## src/core_defines.svh

```systemverilog
`ifndef CORE_DEFINES_SVH
`define CORE_DEFINES_SVH

// Datapath and register file geometry
`define NB_DATA     32
`define NB_ADDR     5
`define BANK_DEPTH  32

// Instruction field widths
`define NB_OPCODE   6
`define NB_FUNCT    6
`define NB_SHAMT    5
`define NB_IMM      16

// Opcodes, primary field
`define OP_RTYPE    6'h00   // Funct selects the operation
`define OP_ADDIU    6'h09
`define OP_SLTI     6'h0a
`define OP_SLTIU    6'h0b
`define OP_ANDI     6'h0c   // Zero extended
`define OP_ORI      6'h0d   // Zero extended
`define OP_XORI     6'h0e   // Zero extended
`define OP_LUI      6'h0f

// Funct codes for R-type
`define FN_SLL      6'h00
`define FN_SRL      6'h02
`define FN_SRA      6'h03
`define FN_ADDU     6'h21
`define FN_SUBU     6'h23
`define FN_AND      6'h24
`define FN_OR       6'h25
`define FN_XOR      6'h26
`define FN_NOR      6'h27
`define FN_SLT      6'h2a
`define FN_SLTU     6'h2b

`endif

```

## src/core_pkg.sv

```systemverilog
`include "core_defines.svh"

package core_pkg;

    // R-type view of an instruction word
    typedef struct packed {
        logic [`NB_OPCODE-1:0] opcode;
        logic [`NB_ADDR-1:0]   rs;
        logic [`NB_ADDR-1:0]   rt;
        logic [`NB_ADDR-1:0]   rd;
        logic [`NB_SHAMT-1:0]  shamt;
        logic [`NB_FUNCT-1:0]  funct;
    } r_fields_t;

    // I-type view of the same word
    typedef struct packed {
        logic [`NB_OPCODE-1:0] opcode;
        logic [`NB_ADDR-1:0]   rs;
        logic [`NB_ADDR-1:0]   rt;
        logic [`NB_IMM-1:0]    imm;
    } i_fields_t;

    typedef union packed {
        r_fields_t r;
        i_fields_t i;
    } instr_t;

    typedef enum logic [3:0] {
        ADD, SUB, AND, OR, XOR, NOR, SLT, SLTU,
        SLL, SRL, SRA,  // Shift amount from shamt
        LUI
    } alu_op_e;

    // Decoded control, registered alongside the operand read
    typedef struct packed {
        logic                  valid;
        logic                  write;
        alu_op_e               alu_op;
        logic                  use_imm;     // Second operand is the immediate
        logic                  imm_signed;  // Sign extend, else zero extend
        logic [`NB_IMM-1:0]    imm;
        logic [`NB_SHAMT-1:0]  shamt;
        logic [`NB_ADDR-1:0]   rs;
        logic [`NB_ADDR-1:0]   rt;
        logic [`NB_ADDR-1:0]   dest;
    } ctrl_t;

    // Execute output, also the bank write port
    typedef struct packed {
        logic                  valid;
        logic                  write;
        logic [`NB_ADDR-1:0]   dest;
        logic [`NB_DATA-1:0]   value;
    } result_t;

endpackage

```

## src/core_top.sv

```systemverilog
`include "core_defines.svh"

module core_top
    import core_pkg::*;
(
    input  logic                i_clock,
    input  logic                i_reset,
    input  logic                i_instr_valid,
    input  instr_t              i_instr,
    input  logic                i_halt,
    input  logic                i_debug_read,
    input  logic [`NB_ADDR-1:0] i_debug_addr,
    output result_t             o_result,
    output logic [`NB_DATA-1:0] o_debug_data
);

    logic [`NB_ADDR-1:0] read_reg_a;
    logic [`NB_ADDR-1:0] read_reg_b;
    logic [`NB_DATA-1:0] data_a;
    logic [`NB_DATA-1:0] data_b;
    logic                bank_enable;
    ctrl_t               ctrl;
    result_t             result;

    assign bank_enable = ~i_halt;

    decode_stage u_decode (
        .i_clock       (i_clock),
        .i_reset       (i_reset),
        .i_halt        (i_halt),
        .i_instr_valid (i_instr_valid),
        .i_instr       (i_instr),
        .o_read_reg_a  (read_reg_a),
        .o_read_reg_b  (read_reg_b),
        .o_ctrl        (ctrl)
    );

    // Write port fed back from the execute result register
    registers_bank u_bank (
        .i_clock        (i_clock),
        .i_reset        (i_reset),
        .i_enable       (bank_enable),
        .i_reg_write    (result.write),
        .i_read_reg_a   (read_reg_a),
        .i_read_reg_b   (read_reg_b),
        .i_write_reg    (result.dest),
        .i_write_data   (result.value),
        .i_read_enable  (i_debug_read),
        .i_read_address (i_debug_addr),
        .o_data_a       (data_a),
        .o_data_b       (data_b)
    );

    execute_stage u_execute (
        .i_clock  (i_clock),
        .i_reset  (i_reset),
        .i_ctrl   (ctrl),
        .i_data_a (data_a),
        .i_data_b (data_b),
        .o_result (result)
    );

    assign o_result     = result;
    assign o_debug_data = data_a;  // Port A doubles as debug output

endmodule

```

## src/decode_stage.sv

```systemverilog
`include "core_defines.svh"

module decode_stage
    import core_pkg::*;
(
    input  logic                i_clock,
    input  logic                i_reset,
    input  logic                i_halt,
    input  logic                i_instr_valid,
    input  instr_t              i_instr,
    output logic [`NB_ADDR-1:0] o_read_reg_a,
    output logic [`NB_ADDR-1:0] o_read_reg_b,
    output ctrl_t               o_ctrl
);

    ctrl_t ctrl_dec;

    always_comb begin
        ctrl_dec = '0;
        ctrl_dec.alu_op = ADD;

        // Source registers sit at the same bits in both views
        ctrl_dec.rs = i_instr.r.rs;
        ctrl_dec.rt = i_instr.r.rt;

        if (i_instr.r.opcode == `OP_RTYPE) begin
            // R-type view
            ctrl_dec.dest  = i_instr.r.rd;
            ctrl_dec.shamt = i_instr.r.shamt;
            ctrl_dec.valid = 1'b1;
            ctrl_dec.write = 1'b1;

            case (i_instr.r.funct)
                `FN_SLL:  ctrl_dec.alu_op = SLL;
                `FN_SRL:  ctrl_dec.alu_op = SRL;
                `FN_SRA:  ctrl_dec.alu_op = SRA;
                `FN_ADDU: ctrl_dec.alu_op = ADD;
                `FN_SUBU: ctrl_dec.alu_op = SUB;
                `FN_AND:  ctrl_dec.alu_op = AND;
                `FN_OR:   ctrl_dec.alu_op = OR;
                `FN_XOR:  ctrl_dec.alu_op = XOR;
                `FN_NOR:  ctrl_dec.alu_op = NOR;
                `FN_SLT:  ctrl_dec.alu_op = SLT;
                `FN_SLTU: ctrl_dec.alu_op = SLTU;
                default: begin
                    ctrl_dec.valid = 1'b0;  // Unknown funct
                    ctrl_dec.write = 1'b0;
                end
            endcase
        end else begin
            // I-type view, result goes to rt
            ctrl_dec.dest    = i_instr.i.rt;
            ctrl_dec.imm     = i_instr.i.imm;
            ctrl_dec.use_imm = 1'b1;
            ctrl_dec.valid   = 1'b1;
            ctrl_dec.write   = 1'b1;

            case (i_instr.i.opcode)
                `OP_ADDIU: begin
                    ctrl_dec.alu_op     = ADD;
                    ctrl_dec.imm_signed = 1'b1;
                end
                `OP_SLTI: begin
                    ctrl_dec.alu_op     = SLT;
                    ctrl_dec.imm_signed = 1'b1;
                end
                `OP_SLTIU: begin
                    ctrl_dec.alu_op     = SLTU;
                    ctrl_dec.imm_signed = 1'b1;  // Extended signed, compared unsigned
                end
                `OP_ANDI: ctrl_dec.alu_op = AND;
                `OP_ORI:  ctrl_dec.alu_op = OR;
                `OP_XORI: ctrl_dec.alu_op = XOR;
                `OP_LUI:  ctrl_dec.alu_op = LUI;
                default: begin
                    ctrl_dec.valid = 1'b0;
                    ctrl_dec.write = 1'b0;
                end
            endcase
        end
    end

    // Addresses go to the bank in the same cycle
    assign o_read_reg_a = ctrl_dec.rs;
    assign o_read_reg_b = ctrl_dec.rt;

    always_ff @(posedge i_clock) begin
        if (i_reset) begin
            o_ctrl.valid <= 1'b0;
            o_ctrl.write <= 1'b0;
        end else if (i_instr_valid && !i_halt) begin
            o_ctrl <= ctrl_dec;
        end else begin
            o_ctrl.valid <= 1'b0;  // Bubble
            o_ctrl.write <= 1'b0;
        end
    end

endmodule

```

## src/execute_stage.sv

```systemverilog
`include "core_defines.svh"

module execute_stage
    import core_pkg::*;
(
    input  logic                i_clock,
    input  logic                i_reset,
    input  ctrl_t               i_ctrl,
    input  logic [`NB_DATA-1:0] i_data_a,
    input  logic [`NB_DATA-1:0] i_data_b,
    output result_t             o_result
);

    logic                fwd_a;
    logic                fwd_b;
    logic [`NB_DATA-1:0] op_a;
    logic [`NB_DATA-1:0] rt_data;
    logic [`NB_DATA-1:0] imm_ext;
    logic [`NB_DATA-1:0] op_b;
    logic [`NB_DATA-1:0] alu_value;

    // Previous instruction still in the result register, not yet in the bank
    assign fwd_a = o_result.write && (o_result.dest != '0) && (o_result.dest == i_ctrl.rs);
    assign fwd_b = o_result.write && (o_result.dest != '0) && (o_result.dest == i_ctrl.rt);

    assign op_a    = fwd_a ? o_result.value : i_data_a;
    assign rt_data = fwd_b ? o_result.value : i_data_b;

    always_comb begin
        if (i_ctrl.imm_signed) begin
            imm_ext = {{(`NB_DATA-`NB_IMM){i_ctrl.imm[`NB_IMM-1]}}, i_ctrl.imm};
        end else begin
            imm_ext = {{(`NB_DATA-`NB_IMM){1'b0}}, i_ctrl.imm};
        end
    end

    assign op_b = i_ctrl.use_imm ? imm_ext : rt_data;

    always_comb begin
        case (i_ctrl.alu_op)
            ADD:  alu_value = op_a + op_b;
            SUB:  alu_value = op_a - op_b;
            AND:  alu_value = op_a & op_b;
            OR:   alu_value = op_a | op_b;
            XOR:  alu_value = op_a ^ op_b;
            NOR:  alu_value = ~(op_a | op_b);
            SLT: begin
                alu_value = {{(`NB_DATA-1){1'b0}}, ($signed(op_a) < $signed(op_b))};
            end
            SLTU: begin
                alu_value = {{(`NB_DATA-1){1'b0}}, (op_a < op_b)};
            end
            // Shifts operate on rt
            SLL:  alu_value = op_b << i_ctrl.shamt;
            SRL:  alu_value = op_b >> i_ctrl.shamt;
            SRA:  alu_value = $unsigned($signed(op_b) >>> i_ctrl.shamt);
            LUI:  alu_value = {i_ctrl.imm, {(`NB_DATA-`NB_IMM){1'b0}}};
            default: alu_value = '0;
        endcase
    end

    // Write-back register, read by the bank one edge later
    always_ff @(posedge i_clock) begin
        if (i_reset) begin
            o_result.valid <= 1'b0;
            o_result.write <= 1'b0;
        end else begin
            o_result.valid <= i_ctrl.valid;
            o_result.write <= i_ctrl.valid && i_ctrl.write;
            o_result.dest  <= i_ctrl.dest;
            o_result.value <= alu_value;
        end
    end

endmodule

```

## src/registers_bank.sv

```systemverilog
`include "core_defines.svh"

module registers_bank (
    input  logic                i_clock,
    input  logic                i_reset,
    input  logic                i_enable,        // Low while halted
    input  logic                i_reg_write,
    input  logic [`NB_ADDR-1:0] i_read_reg_a,
    input  logic [`NB_ADDR-1:0] i_read_reg_b,
    input  logic [`NB_ADDR-1:0] i_write_reg,
    input  logic [`NB_DATA-1:0] i_write_data,
    input  logic                i_read_enable,   // Debug read strobe
    input  logic [`NB_ADDR-1:0] i_read_address,  // Debug read address
    output logic [`NB_DATA-1:0] o_data_a,
    output logic [`NB_DATA-1:0] o_data_b
);

    logic [`NB_DATA-1:0] registers [`BANK_DEPTH];

    logic write_ok;
    logic bypass_a;
    logic bypass_b;

    // Register 0 is hardwired, so writes to it are dropped
    assign write_ok = i_reg_write && (i_write_reg != '0);

    // A value written this cycle is handed straight to a matching read
    assign bypass_a = write_ok && (i_write_reg == i_read_reg_a);
    assign bypass_b = write_ok && (i_write_reg == i_read_reg_b);

    always_ff @(posedge i_clock) begin
        if (i_reset) begin
            for (int idx = 0; idx < `BANK_DEPTH; idx++) begin
                registers[idx] <= '0;
            end
            o_data_a <= '0;
            o_data_b <= '0;
        end else if (i_enable) begin
            if (write_ok) begin
                registers[i_write_reg] <= i_write_data;
            end

            if (bypass_a) begin
                o_data_a <= i_write_data;
            end else begin
                o_data_a <= registers[i_read_reg_a];
            end

            if (bypass_b) begin
                o_data_b <= i_write_data;
            end else begin
                o_data_b <= registers[i_read_reg_b];
            end
        end else if (i_read_enable) begin
            // Halted, port A serves the debug read
            o_data_a <= registers[i_read_address];
        end
    end

endmodule

```

## config.mk

```make
export PLATFORM = sky130hd
export DESIGN_NAME = core_top
export DESIGN_NICKNAME = d
export VERILOG_FILES = /design/src/core_pkg.sv /design/src/core_top.sv /design/src/decode_stage.sv /design/src/execute_stage.sv /design/src/registers_bank.sv
export VERILOG_INCLUDE_DIRS = /design/src
export SDC_FILE = /design/constraint.sdc
export NUM_CORES = 2
export LEC_CHECK = 0
export BUFFER_PORTS_ARGS = -buffer_cell sky130_fd_sc_hd__buf_2
export CAP_MARGIN = 40
export CORE_MARGIN = 5
export CORE_UTILIZATION = 50
export CTS_CLUSTER_DIAMETER = 150
export DETAILED_ROUTE_END_ITERATION = 12
export PLACE_DENSITY_LB_ADDON = 0.05
export SYNTH_ARGS = -nofsm -noshare
export SYNTH_HDL_FRONTEND = slang
export SYNTH_SLANG_ARGS = --single-unit
```

## constraint.sdc

```tcl
create_clock -name i_clock -period 13.8 [get_ports i_clock]
set_input_delay 0 -clock i_clock [delete_from_list [all_inputs] [get_ports i_clock]]
set_output_delay 0 -clock i_clock [all_outputs]
set_load 0.01 [all_outputs]
```

# Word level (Yosys, flattened, before mapping)
# Memories as Yosys holds them, arrays and structs flattened. A register that Yosys moved wholly into a read port is not among the register bits.
# Index checks and enable logic that the tools add are counted.
[totals]
word_cells = 104
reg_bits = 115
mem_count = 1
output_inout_bits = 71
in_bits = 42
ramBits = 1024
[memory_table]
columns = ["memory", "words", "word_bits", "rd", "rd_clocked_by_memory_dff", "write_ports", "line_no", "source"]
rows = [
  ["u_bank.registers", 32, 32, 3, 1, 32, "registers_bank.sv:18", "logic [`NB_DATA-1:0] registers [`BANK_DEPTH];"],
]
[classes]
n_mux = 25
add_sub_neg = 2
n_bitwise = 6
shift = 3
order_cmp = 2
n_eq_ne = 32
n_reduce_logical = 18
[op_table]
columns = ["op", "n"]
rows = [
  ["$pmux 32 s12", 1],
  ["$mux 32", 8],
  ["$lt 32x32->1", 2],
  ["$eq 6x6->1 const B", 8],
  ["$eq 6x4->1 const B", 7],
  ["$pmux 4 s10", 1],
  ["$add 32x32->32", 1],
  ["$and 32x32->32", 1],
  ["$not 32->32", 1],
  ["$or 32x32->32", 1],
  ["$reduce_or 32->1", 1],
  ["$shl 32x5->32", 1],
  ["$shr 32x5->32", 1],
  ["$sshr 32x5->32", 1],
  ["$sub 32x32->32", 1],
  ["$xor 32x32->32", 1],
  ["$pmux 4 s6", 1],
  ["$mux 18", 1],
  ["$eq 4x3->1 const B", 4],
  ["$eq 4x4->1 const B", 4],
  ["$eq 5x5->1", 3],
  ["$eq 6x2->1 const B", 2],
  ["$logic_not 6->1", 2],
  ["$reduce_or 11->1", 1],
  ["other kinds (16)", 33],
]

# Depth between registers and ports, before layout
[logic_depth]
word_depth = 8
depth_mapped = 21

# Modules after synthesis
# A second synthesis with hierarchy kept.
[hier_totals]
cells_unflattened = 6702
hier_area_um2 = 80835.0
[modules_own_cells]
columns = ["module", "instances", "area_each_um2", "seq_area_each_um2", "cells_each"]
rows = [
  ["registers_bank", 1, 65820.6, 32030.7, 4667],
  ["execute_stage", 1, 13142.6, 1151.1, 1889],
  ["decode_stage", 1, 1868.0, 1281.2, 145],
  ["core_top", 1, 3.8, 0.0, 1],
]

# Worst setup path before layout
# OpenSTA, ideal clock, no wires.
[synth_path]
path_kind = "register to register"
start = "register, netlist name u_execute.o_result[32]"
end = "register, netlist name u_execute.o_result[23]"
setup_time_ns = 0.272
slack_ns = 8.364
path_stages_with_launch = 20
t_required_ns = 13.528
n_path_buf = 4
period_less_slack_ns = 5.436
arrival_time_ns = 5.164
path_cell_list = "edfxtp_1 -> clkbuf_1 -> buf_1 -> xnor2_1 -> nand3_1 -> nor4_1 -> clkbuf_1 -> mux2_2 -> ha_1 -> clkbuf_1 -> or2_2 -> a31oi_1 -> a211oi_1 -> or3_1 -> a21o_1 -> a21oi_1 -> nor2_1 -> a211oi_1 -> a21oi_1 -> or4_1"
[synth_between]
elab_chain_cells = 8
elab_cells_between_ends = 19
classes_between = "2 x add/sub; 2 x eq/ne; 3 x shift; 4 x mux; 4 x bitwise; 4 x reduce/logical"
[synth_rtl]
columns = ["element", "line_no", "source"]
rows = [
  ["branches (longest 7 deep; another with $sub 32x32->32)", "n/a", ""],
  ["$pmux 32 s12 *", "execute_stage.sv:40", "case (i_ctrl.alu_op)"],
  ["net u_execute.alu_value[23]", "execute_stage.sv:20", "logic [`NB_DATA-1:0] alu_value;"],
]
# Mark *: on every way through the listed nets, which the timed path passes.
# A chain may end at the register's enable or synchronous reset.

# Worst setup path in the final report
[layout_path]
start = "register, netlist name u_execute.o_result[35]"
end = "register, netlist name u_execute.o_result[23]"
[layout_between]
elab_chain_cells = 8
elab_cells_between_ends = 19
classes_between = "2 x add/sub; 2 x eq/ne; 3 x shift; 4 x mux; 4 x bitwise; 4 x reduce/logical"
[layout_rtl]
columns = ["element", "line_no"]
rows = [
  ["branches (longest 7 deep; another with $sub 32x32->32)", "n/a"],
  ["$pmux 32 s12 *", "execute_stage.sv:40"],
  ["net u_execute.alu_value[23]", "execute_stage.sv:20"],
]
# Marked as above.

==> flow_metrics.tcl <==
set metrics [dict create \
    status "finished, final reports clean" \
    gp_congestion 1.01 \
    worstMarginPinSlew_ns 1.03 \
    layout_commonest_cell "edfxtp_1" \
    post-place-ws_ns 7.39 \
    period_minus_slack_ns 6.52 \
    critPathKind "reg -> reg" \
    cp.arrival_ns 7.06 \
    cp_num_buf_inv 1 \
    ys_types 90 \
    p_clk_share_pct 38.4 \
    layout.nets 5987 \
    route.vias.total 58800 \
    remaining_drc_errors 0 \
    fmax_ghz 0.153 \
    drt_iter0_drc 9455 \
    ys_warn_count 0 \
    final_core_util_pct 56.0 \
    synth-seq-cells 1169 \
    drtPass1Iterations 8 \
    die_w_um 407 \
    clockBufferDepth 3 \
    overflow 0 \
    rsz0062_at_grt "false" \
    synth_edf_count 1103 \
    grt_pass1_vias 57000 \
    syn_inst 5942 \
    ioPinCount 113 \
    rows 145 \
    sequentialPowerShare_pct 42.6 \
    place_area_um2 82600 \
    hold_path.class "in -> reg" \
    drv_slew 0 \
    design.die.area_um2 166000 \
    wire_per_inst_um 41.5 \
    cp_max_fo 26 \
    drive_above_1_share_pct 28.4 \
    drv_cap 0 \
    h-tree-depth 4 \
    cp.required_ns 14.34 \
    gr-usage-all-layers_pct 40.2 \
    coreArea_um2 156000 \
    p_int_mw 6.89 \
    p_leak_nw 30.8 \
    period_share_pct 47.2 \
    slew_headroom_pct 31.5 \
    power.switching_mw 2.90 \
    die_h_um 407 \
    ir_drop_v 0.000118 \
    cp-end-kind "flop" \
    antenna_found_initial 39 \
    fin_skew_ns 0.0436 \
    seq_area_um2 34400 \
    cpMostUsedCell "a21oi_1" \
    cts_resized 0 \
    setup_viol 0 \
    synth_area_um2 78700 \
    synth-main-ff-cell "edfxtp_1" \
    cp_top_family "simple AND/OR/NAND/NOR gates" \
    p_per_area_nw_per_um2 112 \
    start_kind "flop" \
    cts_root_buffer "clkbuf_16" \
    drt-total-wl_um 333000 \
    fill_cells 12800 \
    worstPathCellList "xor2_1 -> or4b_1 -> buf_4 -> nor2_8 -> mux2_2 -> nor2_1 -> nor2_1 -> ha_1 -> nand4_1 -> or4_1 -> a211oi_1 -> or3_1 -> a21o_1 -> a21oi_1 -> a21oi_1 -> a21oi_1 -> or4_1" \
    synth-async-reset-ratio_pct 0 \
    clk_latency_ns 0.81 \
    grt_pass1_wl_um 459000 \
    share_comb_of_total_power_pct 19.0 \
    syn_area_per_cell_um2 13.3 \
    area_growth_pct 11.3 \
    fin_tns_setup_ns 0 \
    max_stage_delay_ns 0.59 \
    tritoncts "built" \
    hold_viol 0 \
    cts_sinks 1169 \
    ant_nets 0 \
    start_util_pct 50.3 \
    fin_area_um2 87600 \
    mostFrequentLayoutCells "1103 x edfxtp_1, 979 x mux4_2, 932 x and2_1" \
    seq_area_frac_synth_pct 43.7 \
    multi_input_area_um2 42100 \
    io_buffers 112 \
    grt_max_degree 119 \
    fin_ws_ns 7.28 \
    viasPerCell 7.32 \
    netSwitchingFraction_pct 29.6 \
    hpwlAfterDp_um 216000 \
    numCtsBuffers 139 \
    clk_pin_slew_worst_paths_ns 0.07 \
    cpMaxStageDelayCell "edfxtp_1" \
]
state kept, by name (all words and copies together), names as in the netlist:
register and cells:
u_bank.o_data_a 32, u_execute.o_result 38, u_decode.o_ctrl 43, u_bank.registers 1024, u_bank.o_data_b 32
cells by family after synthesis:
logic type	share of synthesized area [%]
and+or+nand+nor	12.2
other	0.00476
xor gates and xnor gates	0.267
adders and majority gates	1.66
AOI/OAI and AO/OA	7.67
DFF	43.7
muxes	30.7
buffers and inverters	3.81
metrics by stage:
stage	hold slack (ns)	cells	power, mW
CTS	0.0161	8008	9.75
global route	0.0318	8011	10.0
detailed placement	0.305	7721	6.03
floorplan	0.0989	5973	5.30
finish	0.0140	8033	9.78
global placement	0.294	7684	5.99
per-layer routing:
layer | global-route usage (%) | up-vias | wire length [um]
li1 | - | 23300 | -
met1 | 53.9 | 30300 | 123000
met2 | 60.0 | 4386 | 148000
met3 | 13.1 | 832 | 44100
met4 | 18.9 | 16 | 17600
met5 | 0 | - | 116
worst paths after layout:
kind / slack [ns] / startpoint / cells after the start / to
max: 7.28 / u_execute.o_result[35]$_DFFE_PN_ / 17 / u_execute.o_result[23]$_DFFE_PN_
min: 0.01 / i_instr[21] / 2 / u_decode.o_ctrl[10]$_DFFE_PP_
max reg2reg: 7.28 / u_execute.o_result[35]$_DFFE_PN_ / 17 / u_execute.o_result[23]$_DFFE_PN_
min reg2reg: 0.43 / u_decode.o_ctrl[0]$_DFFE_PP_ / 0 / u_execute.o_result[32]$_DFFE_PN_
synth_stat cells, types with 18 or more instances:
master       n  area share [%]
nor2_1     384             1.8
nand2_1    156            0.74
nand3_1     44            0.28
ha_1       101             1.6
a221o_1     22            0.28
mux2i_1    143             1.8
o31ai_1     18            0.17
nor4_1      25            0.20
clkbuf_1   541             2.6
o211ai_1    29            0.28
a21o_1      19            0.18
o21ai_0    153            0.97
nor3_1     141            0.90
buf_1      109            0.52
o22ai_1     48            0.38
and2_1     932             7.4
dfxtp_1     66             1.7
mux2_2      59            0.84
a221oi_1    34            0.38
edfxtp_1  1103              42
inv_1      115            0.55
o221ai_1    22            0.24
a211oi_1   104            0.99
a31oi_1     31            0.25
mux4_2     979              28
a21oi_1    252             1.6
cell type report:
type                    instances  share of cell area, %
well taps                    2058                   2.94
clock buffers                 185                   4.31
diodes                         25                 0.0714
multi-input cells            4020                   48.0
repair buffers                395                   3.95
inverters                     117                  0.504
clock inverters                64                  0.920
flip-flops and latches       1169                   39.3
worst register-to-register path, stage by stage, from the launching register on:
cell	delay (ns)
edfxtp_1	0.59
xor2_1	0.28
or4b_1	0.58
buf_4	0.26
nor2_8	0.52
mux2_2	0.48
nor2_1	0.10
nor2_1	0.13
ha_1	0.58
nand4_1	0.32
or4_1	0.52
a211oi_1	0.39
or3_1	0.33
a21o_1	0.27
a21oi_1	0.15
a21oi_1	0.18
a21oi_1	0.08
or4_1	0.53
repair_timing:
item                                   in CTS  in global routing
endpoints found under the hold margin     102                  0
buffers inserted                            0                  0
hold buffers                               38                  0
power by group through the flow:
stage | Clock (mW) | Combinational [mW] | Sequential, mW
6_report | 3.76 | 1.86 | 4.16
5_1_grt | 3.93 | 1.93 | 4.17
4_1_cts | 3.78 | 1.81 | 4.16
3_5_place_dp | 0 | 1.80 | 4.23
3_3_place_gp | 0 | 1.77 | 4.22
2_1_floorplan | 0 | 1.12 | 4.18
Power figures use the tool's default switching activity.
